**config.mk**
```make
export PLATFORM = sky130hd
export DESIGN_NAME = zx_paging_top
export DESIGN_NICKNAME = d
export VERILOG_FILES = /design/src/source/zx_pkg.sv /design/src/source/z80_bus_if.sv /design/src/source/bus_sequencer.sv /design/src/source/port_regs.sv /design/src/source/window_pager.sv /design/src/source/address_map.sv /design/src/source/frame_int.sv /design/src/source/zx_paging_top.sv
export SDC_FILE = /design/constraint.sdc
export NUM_CORES = 1
export LEC_CHECK = 0
export BUFFER_PORTS_ARGS = -buffer_cell sky130_fd_sc_hd__buf_2
export CORE_MARGIN = 1
export CORE_UTILIZATION = 40
export CTS_CLUSTER_DIAMETER = 30
export DETAILED_ROUTE_END_ITERATION = 7
export PLACE_DENSITY = 0.57
export SYNTH_ARGS = -nofsm -noshare
export SYNTH_HDL_FRONTEND = slang
export SYNTH_SLANG_ARGS = --single-unit
```
**constraint.sdc**
```tcl
create_clock -name fclk -period 3.25 [get_ports fclk]
set_input_delay 0.1625 -clock fclk [delete_from_list [all_inputs] [get_ports fclk]]
set_output_delay 0.1625 -clock fclk [all_outputs]
set_load 0.02 [all_outputs]
```
**src/source/zx_pkg.sv**
```systemverilog
`default_nettype none

package zx_pkg;

	////////////////////////////////////////
	// widths that carry a meaning
	////////////////////////////////////////

	// z80 address and data bus
	typedef logic [15:0] zaddr_t;
	typedef logic [7:0] zdata_t;

	// window page, bit 7 set selects ROM
	typedef logic [7:0] page_t;

	// window index from address bits 15:14
	typedef logic [1:0] win_t;

	// paged memory address, page and 14-bit offset
	typedef logic [21:0] maddr_t;

	////////////////////////////////////////
	// port addresses
	////////////////////////////////////////

	// window page port, matched on the low byte only
	localparam zdata_t PORT_PAGE_LOW = 8'h77;

	// extended config port, full 16-bit match
	localparam zaddr_t PORT_EFF7 = 16'hEFF7;

	////////////////////////////////////////
	// fixed pentagon mapping
	////////////////////////////////////////

	// ram pages seen at 4000 and 8000 with the pager off
	localparam page_t PENT_WIN1_PAGE = 8'd5;
	localparam page_t PENT_WIN2_PAGE = 8'd2;

	// bus sequencer states
	typedef enum logic [1:0] {
		IDLE,
		IO_EVENT,
		MEM_EVENT,
		HOLD
	} bus_state_t;

endpackage

`default_nettype wire

```
**src/source/z80_bus_if.sv**
```systemverilog
`timescale 1ns/10ps
`default_nettype none

interface z80_bus_if;
	import zx_pkg::*;

	// one-cycle bus events
	logic io_wr;
	logic io_rd;
	logic mem_req;

	// payload, valid while an event is high
	zaddr_t addr;
	zdata_t wdata;

	// sequencer side
	modport seq (
		output io_wr,
		output io_rd,
		output mem_req,
		output addr,
		output wdata
	);

	// port registers, pager and address map
	modport dp (
		input io_wr,
		input io_rd,
		input mem_req,
		input addr,
		input wdata
	);

endinterface

`default_nettype wire

```
**src/source/bus_sequencer.sv**
```systemverilog
`timescale 1ns/10ps
`default_nettype none

module bus_sequencer (
	input  logic           fclk,
	input  logic           reset,
	input  logic           iorq_n,
	input  logic           mreq_n,
	input  logic           rd_n,
	input  logic           wr_n,
	input  logic           m1_n,
	input  zx_pkg::zaddr_t a,
	input  zx_pkg::zdata_t d_in,
	z80_bus_if.seq         bus
);
	import zx_pkg::*;

	logic iorq_s;
	logic mreq_s;
	logic rd_s;
	logic wr_s;
	logic m1_s;
	zaddr_t a_s;
	zdata_t d_s;
	bus_state_t state;
	logic io_cycle;
	logic ack_cycle;
	logic mem_cycle;
	logic bus_free;

	////////////////////////////////////////
	// strobe sampling
	////////////////////////////////////////

	always_ff @(posedge fclk)
	begin
		if (reset)
		begin
			iorq_s <= 1'b1;
			mreq_s <= 1'b1;
			rd_s <= 1'b1;
			wr_s <= 1'b1;
			m1_s <= 1'b1;
		end
		else
		begin
			iorq_s <= iorq_n;
			mreq_s <= mreq_n;
			rd_s <= rd_n;
			wr_s <= wr_n;
			m1_s <= m1_n;
		end
	end

	// address and data taken along with the strobes
	always_ff @(posedge fclk)
	begin
		a_s <= a;
		d_s <= d_in;
	end

	assign io_cycle = !iorq_s && (!rd_s || !wr_s);
	// iorq together with m1 is an interrupt acknowledge, not a port access
	assign ack_cycle = !iorq_s && !m1_s;
	assign mem_cycle = !mreq_s && (!rd_s || !wr_s);
	assign bus_free = iorq_s && mreq_s;

	////////////////////////////////////////
	// event state machine
	////////////////////////////////////////

	always_ff @(posedge fclk)
	begin
		if (reset)
		begin
			state <= IDLE;
			bus.io_wr <= 1'b0;
			bus.io_rd <= 1'b0;
			bus.mem_req <= 1'b0;
		end
		else
		begin
			bus.io_wr <= 1'b0;
			bus.io_rd <= 1'b0;
			bus.mem_req <= 1'b0;
			case (state)
				IDLE:
				begin
					if (ack_cycle)
						state <= HOLD;
					else if (io_cycle)
					begin
						state <= IO_EVENT;
						bus.io_wr <= !wr_s;
						bus.io_rd <= wr_s;
					end
					else if (mem_cycle)
					begin
						state <= MEM_EVENT;
						bus.mem_req <= 1'b1;
					end
				end
				IO_EVENT, MEM_EVENT:
					state <= HOLD;
				// wait for the z80 to end its cycle
				HOLD:
				begin
					if (bus_free)
						state <= IDLE;
				end
				default:
					state <= IDLE;
			endcase
		end
	end

	// payload latched on the edge that raises the event
	always_ff @(posedge fclk)
	begin
		if (state == IDLE)
		begin
			bus.addr <= a_s;
			bus.wdata <= d_s;
		end
	end

	event_exclusive: assert property (
		@(posedge fclk) disable iff (reset)
		$onehot0({bus.io_wr, bus.io_rd, bus.mem_req})
	) else $error("bus_sequencer: overlapping bus events");

endmodule

`default_nettype wire

```
**src/source/port_regs.sv**
```systemverilog
`timescale 1ns/10ps
`default_nettype none

module port_regs (
	input  logic           fclk,
	input  logic           reset,
	z80_bus_if.dp          bus,
	output zx_pkg::zdata_t p7ffd,
	output zx_pkg::zdata_t eff7,
	output logic [2:0]     border
);
	import zx_pkg::*;

	logic hit_7ffd;
	logic hit_eff7;
	logic hit_border;

	////////////////////////////////////////
	// port decode
	////////////////////////////////////////

	// partial decode as on the original machine
	assign hit_7ffd = !bus.addr[15] && !bus.addr[1] && bus.addr[0];
	assign hit_eff7 = (bus.addr == PORT_EFF7);
	// any even port is the ULA
	assign hit_border = !bus.addr[0];

	////////////////////////////////////////
	// registers
	////////////////////////////////////////

	// paging mode, rom select and top ram page
	always_ff @(posedge fclk)
	begin
		if (reset)
			p7ffd <= '0;
		else if (bus.io_wr && hit_7ffd)
			p7ffd <= bus.wdata;
	end

	// bit 3 turns the window pager on
	always_ff @(posedge fclk)
	begin
		if (reset)
			eff7 <= '0;
		else if (bus.io_wr && hit_eff7)
			eff7 <= bus.wdata;
	end

	// border colour
	always_ff @(posedge fclk)
	begin
		if (reset)
			border <= 3'd0;
		else if (bus.io_wr && hit_border)
			border <= bus.wdata[2:0];
	end

endmodule

`default_nettype wire

```
**src/source/window_pager.sv**
```systemverilog
`timescale 1ns/10ps
`default_nettype none

module window_pager (
	input  logic           fclk,
	input  logic           reset,
	z80_bus_if.dp          bus,
	output zx_pkg::page_t  pages [4],
	output zx_pkg::zdata_t rd_data,
	output logic           rd_hit
);
	import zx_pkg::*;

	win_t win;
	logic page_port;

	// window chosen by the high address bits of the port access
	assign win = bus.addr[15:14];
	assign page_port = (bus.addr[7:0] == PORT_PAGE_LOW);

	////////////////////////////////////////
	// page registers
	////////////////////////////////////////

	always_ff @(posedge fclk)
	begin
		if (reset)
		begin
			for (int i = 0; i < 4; i++)
				pages[i] <= '0;
		end
		else if (bus.io_wr && page_port)
			pages[win] <= page_t'(bus.wdata);
	end

	////////////////////////////////////////
	// readback
	////////////////////////////////////////

	always_ff @(posedge fclk)
	begin
		if (reset)
			rd_data <= '0;
		else if (bus.io_rd && page_port)
			rd_data <= zdata_t'(pages[win]);
	end

	// data is driven from the read event until the
	// next bus event, which cannot come before the
	// z80 has released iorq and rd
	always_ff @(posedge fclk)
	begin
		if (reset)
			rd_hit <= 1'b0;
		else if (bus.io_rd)
			rd_hit <= page_port;
		else if (bus.io_wr || bus.mem_req)
			rd_hit <= 1'b0;
	end

endmodule

`default_nettype wire

```
**src/source/address_map.sv**
```systemverilog
`timescale 1ns/10ps
`default_nettype none

module address_map (
	input  logic           fclk,
	input  logic           reset,
	z80_bus_if.dp          bus,
	input  zx_pkg::page_t  pages [4],
	input  zx_pkg::zdata_t p7ffd,
	input  zx_pkg::zdata_t eff7,
	output zx_pkg::maddr_t mem_addr,
	output logic           mem_rom
);
	import zx_pkg::*;

	localparam int PAGER_ON_BIT = 3;

	win_t win;
	logic pager_on;
	page_t sel_page;
	logic sel_rom;

	assign win = bus.addr[15:14];
	assign pager_on = eff7[PAGER_ON_BIT];

	////////////////////////////////////////
	// page select
	////////////////////////////////////////

	always_comb
	begin
		sel_page = pages[win];
		sel_rom = sel_page[7];
		if (!pager_on)
		begin
			sel_rom = 1'b0;
			case (win)
				2'd0:
				begin
					// 128k or 48k basic rom
					sel_page = {7'd0, p7ffd[4]};
					sel_rom = 1'b1;
				end
				2'd1:
					sel_page = PENT_WIN1_PAGE;
				2'd2:
					sel_page = PENT_WIN2_PAGE;
				default:
					sel_page = {5'd0, p7ffd[2:0]};
			endcase
		end
	end

	// translated address held until the next memory cycle
	always_ff @(posedge fclk)
	begin
		if (reset)
		begin
			mem_addr <= '0;
			mem_rom <= 1'b0;
		end
		else if (bus.mem_req)
		begin
			mem_addr <= {sel_page, bus.addr[13:0]};
			mem_rom <= sel_rom;
		end
	end

endmodule

`default_nettype wire

```
**src/source/frame_int.sv**
```systemverilog
`timescale 1ns/10ps
`default_nettype none

module frame_int #(
	parameter int FRAME_LEN = 71680,
	parameter int INT_LEN = 32
) (
	input  logic fclk,
	input  logic reset,
	input  logic iorq_n,
	input  logic m1_n,
	output logic int_n
);

	localparam int FRAME_W = $clog2(FRAME_LEN);
	localparam int INT_W = $clog2(INT_LEN + 1);

	logic [FRAME_W-1:0] frame_cnt;
	logic [INT_W-1:0] int_cnt;
	logic int_ack;

	// free running frame position
	always_ff @(posedge fclk)
	begin
		if (reset)
			frame_cnt <= '0;
		else if (frame_cnt == FRAME_W'(FRAME_LEN - 1))
			frame_cnt <= '0;
		else
			frame_cnt <= frame_cnt + 1'b1;
	end

	assign int_ack = !iorq_n && !m1_n;

	////////////////////////////////////////
	// interrupt pulse
	////////////////////////////////////////

	always_ff @(posedge fclk)
	begin
		if (reset)
		begin
			int_n <= 1'b1;
			int_cnt <= '0;
		end
		else if (frame_cnt == '0)
		begin
			int_n <= 1'b0;
			int_cnt <= '0;
		end
		else if (!int_n)
		begin
			// acknowledged or timed out
			if (int_ack || int_cnt == INT_W'(INT_LEN - 1))
				int_n <= 1'b1;
			else
				int_cnt <= int_cnt + 1'b1;
		end
	end

	int_pulse_bounded: assert property (
		@(posedge fclk) disable iff (reset)
		$fell(int_n) |-> ##[1:INT_LEN] int_n
	) else $error("frame_int: int_n low for more than %0d cycles", INT_LEN);

endmodule

`default_nettype wire

```
**src/source/zx_paging_top.sv**
```systemverilog
`timescale 1ns/10ps
`default_nettype none

module zx_paging_top #(
	parameter int FRAME_LEN = 71680,
	parameter int INT_LEN = 32
) (
	input  logic           fclk,
	input  logic           reset,
	// z80 strobes
	input  logic           iorq_n,
	input  logic           mreq_n,
	input  logic           rd_n,
	input  logic           wr_n,
	input  logic           m1_n,
	input  zx_pkg::zaddr_t a,
	// split data bus
	input  zx_pkg::zdata_t d_in,
	output zx_pkg::zdata_t d_out,
	output logic           d_oe,
	// paged memory side
	output zx_pkg::maddr_t mem_addr,
	output logic           mem_rom,
	output logic [2:0]     border,
	output logic           int_n
);
	import zx_pkg::*;

	zdata_t p7ffd;
	zdata_t eff7;
	page_t window_pager_page [4];

	z80_bus_if bus_if ();

	bus_sequencer bus_sequencer_inst (
		.fclk   (fclk),
		.reset  (reset),
		.iorq_n (iorq_n),
		.mreq_n (mreq_n),
		.rd_n   (rd_n),
		.wr_n   (wr_n),
		.m1_n   (m1_n),
		.a      (a),
		.d_in   (d_in),
		.bus    (bus_if.seq)
	);

	port_regs port_regs_inst (
		.fclk   (fclk),
		.reset  (reset),
		.bus    (bus_if.dp),
		.p7ffd  (p7ffd),
		.eff7   (eff7),
		.border (border)
	);

	////////////////////////////////////////
	// memory paging
	////////////////////////////////////////

	window_pager window_pager_inst (
		.fclk    (fclk),
		.reset   (reset),
		.bus     (bus_if.dp),
		.pages   (window_pager_page),
		.rd_data (d_out),
		.rd_hit  (d_oe)
	);

	address_map address_map_inst (
		.fclk     (fclk),
		.reset    (reset),
		.bus      (bus_if.dp),
		.pages    (window_pager_page),
		.p7ffd    (p7ffd),
		.eff7     (eff7),
		.mem_addr (mem_addr),
		.mem_rom  (mem_rom)
	);

	frame_int #(
		.FRAME_LEN (FRAME_LEN),
		.INT_LEN   (INT_LEN)
	) frame_int_inst (
		.fclk   (fclk),
		.reset  (reset),
		.iorq_n (iorq_n),
		.m1_n   (m1_n),
		.int_n  (int_n)
	);

endmodule

`default_nettype wire

```
==> results of run 1 <==
## metrics by stage
stage,utilization [%],total power [mW],worst slack [ns]
after floorplan,-,2.694,0.9893
after global placement,44.49,2.873,1.035
after detailed placement,44.49,2.884,0.9901
after CTS,51.39,5.058,0.9684
after global routing,51.39,5.214,0.7704
final,51.39,5.002,0.9850
## layout make-up
| cell class | count | area (µm²) | area share (%) |
|---|---|---|---|
| clock inverters | 8 | 127.6 | 1.796 |
| clock buffers | 24 | 535.5 | 7.537 |
| well taps | 180 | 225.2 | 3.170 |
| repair buffers | 100 | 658.1 | 9.262 |
| multi-input cells | 303 | 2195 | 30.89 |
| flip-flops and latches | 154 | 3323 | 46.77 |
| inverters | 11 | 41.29 | 0.5811 |
## power groups by stage
stage                     Clock, mW  Combinational, mW  Sequential, mW
after global routing           2.27              0.510            2.43
after detailed placement          0              0.442            2.44
after CTS                      2.19              0.469            2.40
after global placement            0              0.434            2.44
final                          2.14              0.466            2.40
after floorplan                   0              0.383            2.31
## kinds of logic (layout without fill, tap and decap cells)
kind of cell / after synthesis / after routing / synth area share (%)
AO/OA/AOI/OAI: 29 / 29 / 3.846
XOR/XNOR: 15 / 15 / 2.321
adder cells (fa/ha/maj): 5 / 5 / 1.105
buffers and inverters: 36 / 143 / 2.630
flip-flops: 154 / 154 / 58.71
multiplexers: 73 / 73 / 14.74
AND/OR/NAND/NOR: 181 / 181 / 16.64
## sequential cells by signal (all words and copies together) (netlist names), 3 cells and up
register,count
address_map_inst.mem_addr,22
bus_sequencer_inst.a_s,16
bus_sequencer_inst.bus.addr,16
bus_sequencer_inst.bus.wdata,8
bus_sequencer_inst.d_s,8
frame_int_inst.frame_cnt,17
frame_int_inst.int_cnt,6
port_regs_inst.border,3
port_regs_inst.p7ffd,4
window_pager_inst.pages,32
window_pager_inst.rd_data,8
## routing by layer
metal	part of all wire (%)	wire length (µm)
met5	0	0
met4	1.2	140
met3	4.3	485
met2	48	5386
met1	47	5297
## cells in the final DEF, fill, tap and decap left out, drive strengths merged, types with 2 or more instances in the layout
cell,count
a21oi,12
mux4,8
or4,2
xor2,12
nand2,11
clkinv,3
o21ai,2
nand3b,5
a211oi,4
ha,5
nor4b,2
and4,6
clkinvlp,2
bufinv,3
clkbuf,24
inv,11
nor2,95
nand4,12
xnor2,3
buf,71
nor4,7
or2,5
mux2i,65
dfxtp,130
and3,2
nand4b,3
dlygate4sd3,29
a311oi,4
nand2b,8
nor3,3
a21bo,2
nand3,16
edfxtp,24
## worst max-delay path by stage
| stage | startpoint | endpoint | slack [ns] | cells past startpoint |
|---|---|---|---|---|
| finish | bus_sequencer_inst.bus.addr[14] | window_pager_inst.pages[2] | 0.99 | 4 |
| detailed placement | bus_sequencer_inst.bus.addr[14] | window_pager_inst.pages[25] | 0.99 | 4 |
| global route | bus_sequencer_inst.bus.addr[14] | window_pager_inst.pages[2] | 0.77 | 4 |
| global placement | bus_sequencer_inst.bus.addr[14] | window_pager_inst.pages[2] | 1.03 | 4 |
| floorplan | bus_sequencer_inst.state[0] | bus_sequencer_inst.state[1] | 0.99 | 6 |
| CTS | bus_sequencer_inst.bus.addr[14] | window_pager_inst.pages[2] | 0.97 | 4 |
==> impl_metrics.env, run 1 <==
export IMPL_slew_violations=0
export IMPL_cts_path_max_buffers=2
export IMPL_rows=43
export IMPL_use_met2_pct=27.00
export IMPL_ant_nets=0
export IMPL_min_path_type="in -> reg"
export IMPL_io_buffer_count=66
export IMPL_placed_area_um2=6152
export IMPL_holdWs_ns=0.3583
export IMPL_htreeDepth=4
export IMPL_worst_pin_slew_ns=0.9086
export IMPL_worstPathMaxFanout=17
export IMPL_power_switching_mw=1.248
export IMPL_p_sw_share_pct=24.95
export IMPL_use_met1_pct=21.11
export IMPL_min_path_cells=2
export IMPL_postLayoutCellArea_um2=7106
export IMPL_syn_cell_area_um2=5660
export IMPL_ys_ff_latch=154
export IMPL_r2r_start="bus_sequencer_inst.bus.addr[14]"
export IMPL_r2r_end="window_pager_inst.pages[2]"
export IMPL_cp_cell_sequence="nand3_1 > nor4_4 > mux2i_1 > nor2_1"
export IMPL_hold_viol_final=0
export IMPL_peakVddDrop_v=0.0003594
export IMPL_netlist_top_cells_area="dfxtp_1 46%, edfxtp_1 13%, mux2i_1 11%, nor2_1 6.3%, mux4_2 2.8%"
export IMPL_final_cells=780
export IMPL_start_util_pct=40.94
export IMPL_ys_types=43
export IMPL_routed_via_density=4.922
export IMPL_max_stage_delay_ns=0.85
export IMPL_totalWireLength_um=11310
export IMPL_synth_most_common_cell="dfxtp_1"
export IMPL_cp_buffers_inverters=0
export IMPL_gp_congestion=0.7560
export IMPL_dp_cells=719
export IMPL_critPathTopFamily="simple AND/OR/NAND/NOR gates"
export IMPL_cts_buffers=17
export IMPL_setup_viol=0
export IMPL_grt_max_degree=49
export IMPL_grt_pass1_vias=3805
export IMPL_tns_ns=0
export IMPL_max_cap_violations=0
export IMPL_arrival_ns=2.54
export IMPL_synth_area_leader_cell="dfxtp_1"
export IMPL_layout_nets=623
export IMPL_pin_count=67
export IMPL_drive_gt1_share_pct=20.67
export IMPL_grtUsageTotal_pct=16.81
export IMPL_fin_crit_sh_pct=69.69
export IMPL_num_antenna_cells=0
export IMPL_whs_endpoint="address_map_inst.mem_addr[9]"
export IMPL_p_int_mw=3.754
export IMPL_nFillCells=1274
export IMPL_comb_power_share_pct=9.3
export IMPL_synth_top_area_share_pct=45.98
export IMPL_synth_common_cells="130 x dfxtp_1, 95 x nor2_1, 65 x mux2i_1, 24 x edfxtp_1, 17 x clkbuf_1"
export IMPL_violations="design-rule violations"
export IMPL_clk_latency_ns=0.42
export IMPL_critPathLaunchType="flop"
export IMPL_overflow=0
export IMPL_drc=4
export IMPL_finalClockSkew_ns=0.007068
export IMPL_via_count=3839
export IMPL_worstHoldStart="reset"
export IMPL_synth_warnings=0
export IMPL_drtIter0Drc=177
export IMPL_end_kind="flop"
export IMPL_synth_enable_flop_cells=24
export IMPL_period_minus_slack_ns=2.265
export IMPL_fp_dieArea_um2=14630
export IMPL_clkSlewWorstSetupHoldPaths_ns=0.06
export IMPL_power_density_nw_per_um2=703.9
export IMPL_cts_setup_buffers=0
export IMPL_area_growth_pct=25.53
export IMPL_crit_type="reg -> reg"
export IMPL_grt_pass1_wl_um=18670
export IMPL_syn_avg_cell_area_um2=11.48
export IMPL_slew_headroom_pct=39.43
export IMPL_cts_hold_fix_buffers=29
export IMPL_use_met3_pct=5.357
export IMPL_clockRootBuffer="clkbuf_16"
export IMPL_ff2ff_setup_slack_ns=0.99
export IMPL_post_dp_hpwl_um=7461
export IMPL_core_um2=13830
export IMPL_first_pass_iters=7
export IMPL_grt_busiest_layer="met2"
export IMPL_power_frac_seq_pct=48.0
export IMPL_ctsResizeCount=0
export IMPL_grt_setup_unrepaired="false"
export IMPL_p_clk_share_pct=42.7
export IMPL_yosysSeqAreaShare_pct=58.71
export IMPL_clock_sinks=154
export IMPL_dieHeight_um=121.0
export IMPL_synth_top_flop_cell="dfxtp_1"
export IMPL_max_freq_mhz=441.5
export IMPL_synthCells=493
export IMPL_power_static_leakage_nw=2.845
export IMPL_antenna_found_initial=0
export IMPL_outcome="complete, but fails checks"
export IMPL_cp_slowest_cell="edfxtp_1"
export IMPL_worstRegToRegCells=4
export IMPL_cts_tree="yes"
export IMPL_worstPathRequired_ns=3.52
export IMPL_drt_wirelength_per_cell_um=14.50
export IMPL_syn_num_nets=529
export IMPL_die_w_um=121.0
export IMPL_synthArstFlopShare_pct=0
(Power assumes the default switching activity.)
==> inputs of run 2 (changes only) <==
--- a/config.mk
+++ b/config.mk
@@ -5,6 +5,7 @@
 export SDC_FILE = /design/constraint.sdc
 export NUM_CORES = 1
 export LEC_CHECK = 0
+export ABC_AREA = 1
 export BUFFER_PORTS_ARGS = -buffer_cell sky130_fd_sc_hd__buf_2
 export CORE_MARGIN = 1
 export CORE_UTILIZATION = 40
==> constraint.sdc (replaced) <==
create_clock -name fclk -period 2.26 [get_ports fclk]
set_input_delay 0.113 -clock fclk [delete_from_list [all_inputs] [get_ports fclk]]
set_output_delay 0.113 -clock fclk [all_outputs]
set_load 0.02 [all_outputs]
==> run 2 against run 1 <==
Compared with the run above: the flow now finishes without violations; flip-flop and latch count is the same; clock power grew 36%; area after synthesis grew 9.0%; clock skew shrank 0.0022 ns; core utilization shrank 1.9 points; critical path type unchanged; critical endpoint is now frame_int_inst.frame_cnt[16]; largest cell class unchanged.
==> impl_metrics.env, run 2 <==
export IMPL_drt_wirelength_per_cell_um=12.09
export IMPL_cts_setup_buffers=0
export IMPL_largestRegisters="window_pager_inst.pages x32, address_map_inst.mem_addr x22, frame_int_inst.frame_cnt x17"
export IMPL_gp_congestion=0.7696
export IMPL_yosysSeqAreaShare_pct=53.87
export IMPL_antenna_found_initial=0
export IMPL_cts_tree="yes"
export IMPL_clkSlewWorstSetupHoldPaths_ns=0.07
export IMPL_max_freq_mhz=636.8
export IMPL_total_power_mw=7.005
export IMPL_slew_headroom_pct=61.14
export IMPL_slew_violations=0
export IMPL_htreeDepth=4
export IMPL_final_util_pct=49.52
export IMPL_syn_avg_cell_area_um2=7.959
export IMPL_worst_pin_slew_ns=0.5822
export IMPL_worstPathRequired_ns=2.57
export IMPL_grt_setup_unrepaired="false"
export IMPL_grt_max_degree=27
export IMPL_max_cap_violations=0
export IMPL_power_static_leakage_nw=3.513
export IMPL_rows=45
export IMPL_layout_nets=910
export IMPL_area_growth_pct=21.58
export IMPL_max_stage_delay_ns=0.39
export IMPL_num_antenna_cells=0
export IMPL_grt_pass1_vias=4452
export IMPL_synth_top_flop_cell="dfxtp_1"
export IMPL_ctsResizeCount=0
export IMPL_synth_common_cells="191 x nor2_1, 174 x nand2_1, 130 x dfxtp_1, 90 x inv_1, 37 x a21oi_1"
export IMPL_tns_ns=0
export IMPL_hold_viol_final=0
export IMPL_cp_cell_sequence="ha_1 > nand3_1 > nor2_2 > nand3_1 > nand2_2 > nor2_1"
export IMPL_post_place_ws_ns=0.6831
export IMPL_finalClockSkew_ns=0.004866
export IMPL_regMostFlops="window_pager_inst.pages"
export IMPL_fin_ws_ns=0.6897
export IMPL_pin_count=67
export IMPL_postLayoutCellArea_um2=7500
export IMPL_via_count=4862
export IMPL_io_buffer_count=66
export IMPL_synthCells=775
export IMPL_largest_register_ffs=32
export IMPL_cts_buffers=17
export IMPL_critPathLaunchType="flop"
export IMPL_end_kind="flop"
export IMPL_cts_hold_fix_buffers=29
export IMPL_cts_path_max_buffers=2
export IMPL_totalWireLength_um=12990
export IMPL_grtUsageTotal_pct=17.52
export IMPL_nFillCells=1498
export IMPL_placed_area_um2=6600
export IMPL_die_w_um=126.2
export IMPL_drtIter0Drc=280
export IMPL_fin_crit_sh_pct=69.48
export IMPL_peakVddDrop_v=0.0006229
export IMPL_grt_pass1_wl_um=21450
export IMPL_critPathMostFrequentCell="nand3_1"
export IMPL_core_um2=15150
export IMPL_period_minus_slack_ns=1.570
export IMPL_synth_warnings=0
export IMPL_post_dp_hpwl_um=8697
export IMPL_synth_most_common_cell="nor2_1"
export IMPL_crit_type="reg -> reg"
export IMPL_cp_slowest_cell="dfxtp_1"
export IMPL_drive_gt1_share_pct=14.88
export IMPL_min_path_type="in -> reg"
export IMPL_fp_dieArea_um2=15920
export IMPL_start_util_pct=40.73
export IMPL_overflow=0
export IMPL_ys_types=37
export IMPL_synthArstFlopShare_pct=0
export IMPL_synth_top_area_share_pct=42.19
export IMPL_power_density_nw_per_um2=934.1
export IMPL_arrival_ns=1.88
export IMPL_ant_nets=0
export IMPL_ys_ff_latch=154
export IMPL_synth_area_leader_cell="dfxtp_1"
export IMPL_dieHeight_um=126.2
export IMPL_clk_latency_ns=0.43
export IMPL_first_pass_iters=4
export IMPL_outcome="complete, no violations"
export IMPL_synth_enable_flop_cells=24
export IMPL_routed_via_density=4.523
export IMPL_drc=0
export IMPL_final_common_cell="nor2_1"
export IMPL_setup_viol=0
export IMPL_syn_cell_area_um2=6168
export IMPL_netlist_top_cells_area="dfxtp_1 42%, edfxtp_1 12%, nor2_1 12%, nand2_1 11%, inv_1 5.5%"
export IMPL_clockRootBuffer="clkbuf_16"
export IMPL_syn_num_nets=811
export IMPL_worstPathMaxFanout=17
export IMPL_mostFrequentLayoutCells="191 x nor2_1, 174 x nand2_1, 130 x dfxtp_1"
export IMPL_clock_sinks=154
==> run 2: through the flow <==
step	hold WS, ns	cells
finish	0.08441	1075
CTS	0.07134	1075
floorplan	0.1407	775
global route	0.08795	1075
detailed placement	0.2166	1014
global placement	0.2148	1014
==> run 2: cells by family after synthesis <==
logic type               Yosys count  share of synthesized area [%]
flip-flops                       154                          53.87
adder cells (fa/ha/maj)            5                          1.014
XOR/XNOR                           8                          1.136
AND/OR/NAND/NOR                  421                          29.27
AO/OA/AOI/OAI                     73                          6.105
buffers and inverters            114                          8.600
==> run 2: path summary, 6_finish.rpt <==
check                                    from                             end  slack, ns  cells after the start
hold reg to reg     bus_sequencer_inst.a_s[6]  bus_sequencer_inst.bus.addr[6]       0.40                      0
setup reg to reg  frame_int_inst.frame_cnt[0]    frame_int_inst.frame_cnt[16]       0.69                      6
setup / recovery  frame_int_inst.frame_cnt[0]    frame_int_inst.frame_cnt[16]       0.69                      6
hold / removal                          reset   address_map_inst.mem_addr[15]       0.08                      2
==> run 2: power by group <==
part           total [mW]  switching (mW)  internal, mW  leakage [nW]
logic               0.765           0.528         0.238          1.93
clock network        2.91            1.20          1.71         0.287
registers            3.33           0.237          3.09          1.30
total                7.01            1.97          5.04          3.51
==> run 2: worst max-delay path: cells and delay by family (launching register included) <==
| family | cells | cell delay [ns] |
|---|---|---|
| and+or+nand+nor | 5 | 0.83 |
| adders and majority gates | 1 | 0.22 |
| DFF | 1 | 0.39 |
==> run 2: layout make-up <==
class | count | area, µm² | share of cell area [%]
multi-input cells | 507 | 2315 | 30.86
well taps | 188 | 235.2 | 3.136
clock inverters | 13 | 156.4 | 2.085
repair buffers | 101 | 665.6 | 8.876
inverters | 93 | 351.6 | 4.688
flip-flops and latches | 154 | 3323 | 44.31
clock buffers | 19 | 452.9 | 6.039
==> run 2: metal layers <==
layer	vias to the layer above	part of all wire, %	global-route usage (%)
met5	-	0	0
li1	2595	-	-
met4	0	1.9	8.717
met3	17	2.9	3.483
met1	2185	48	21.25
met2	65	47	29.64
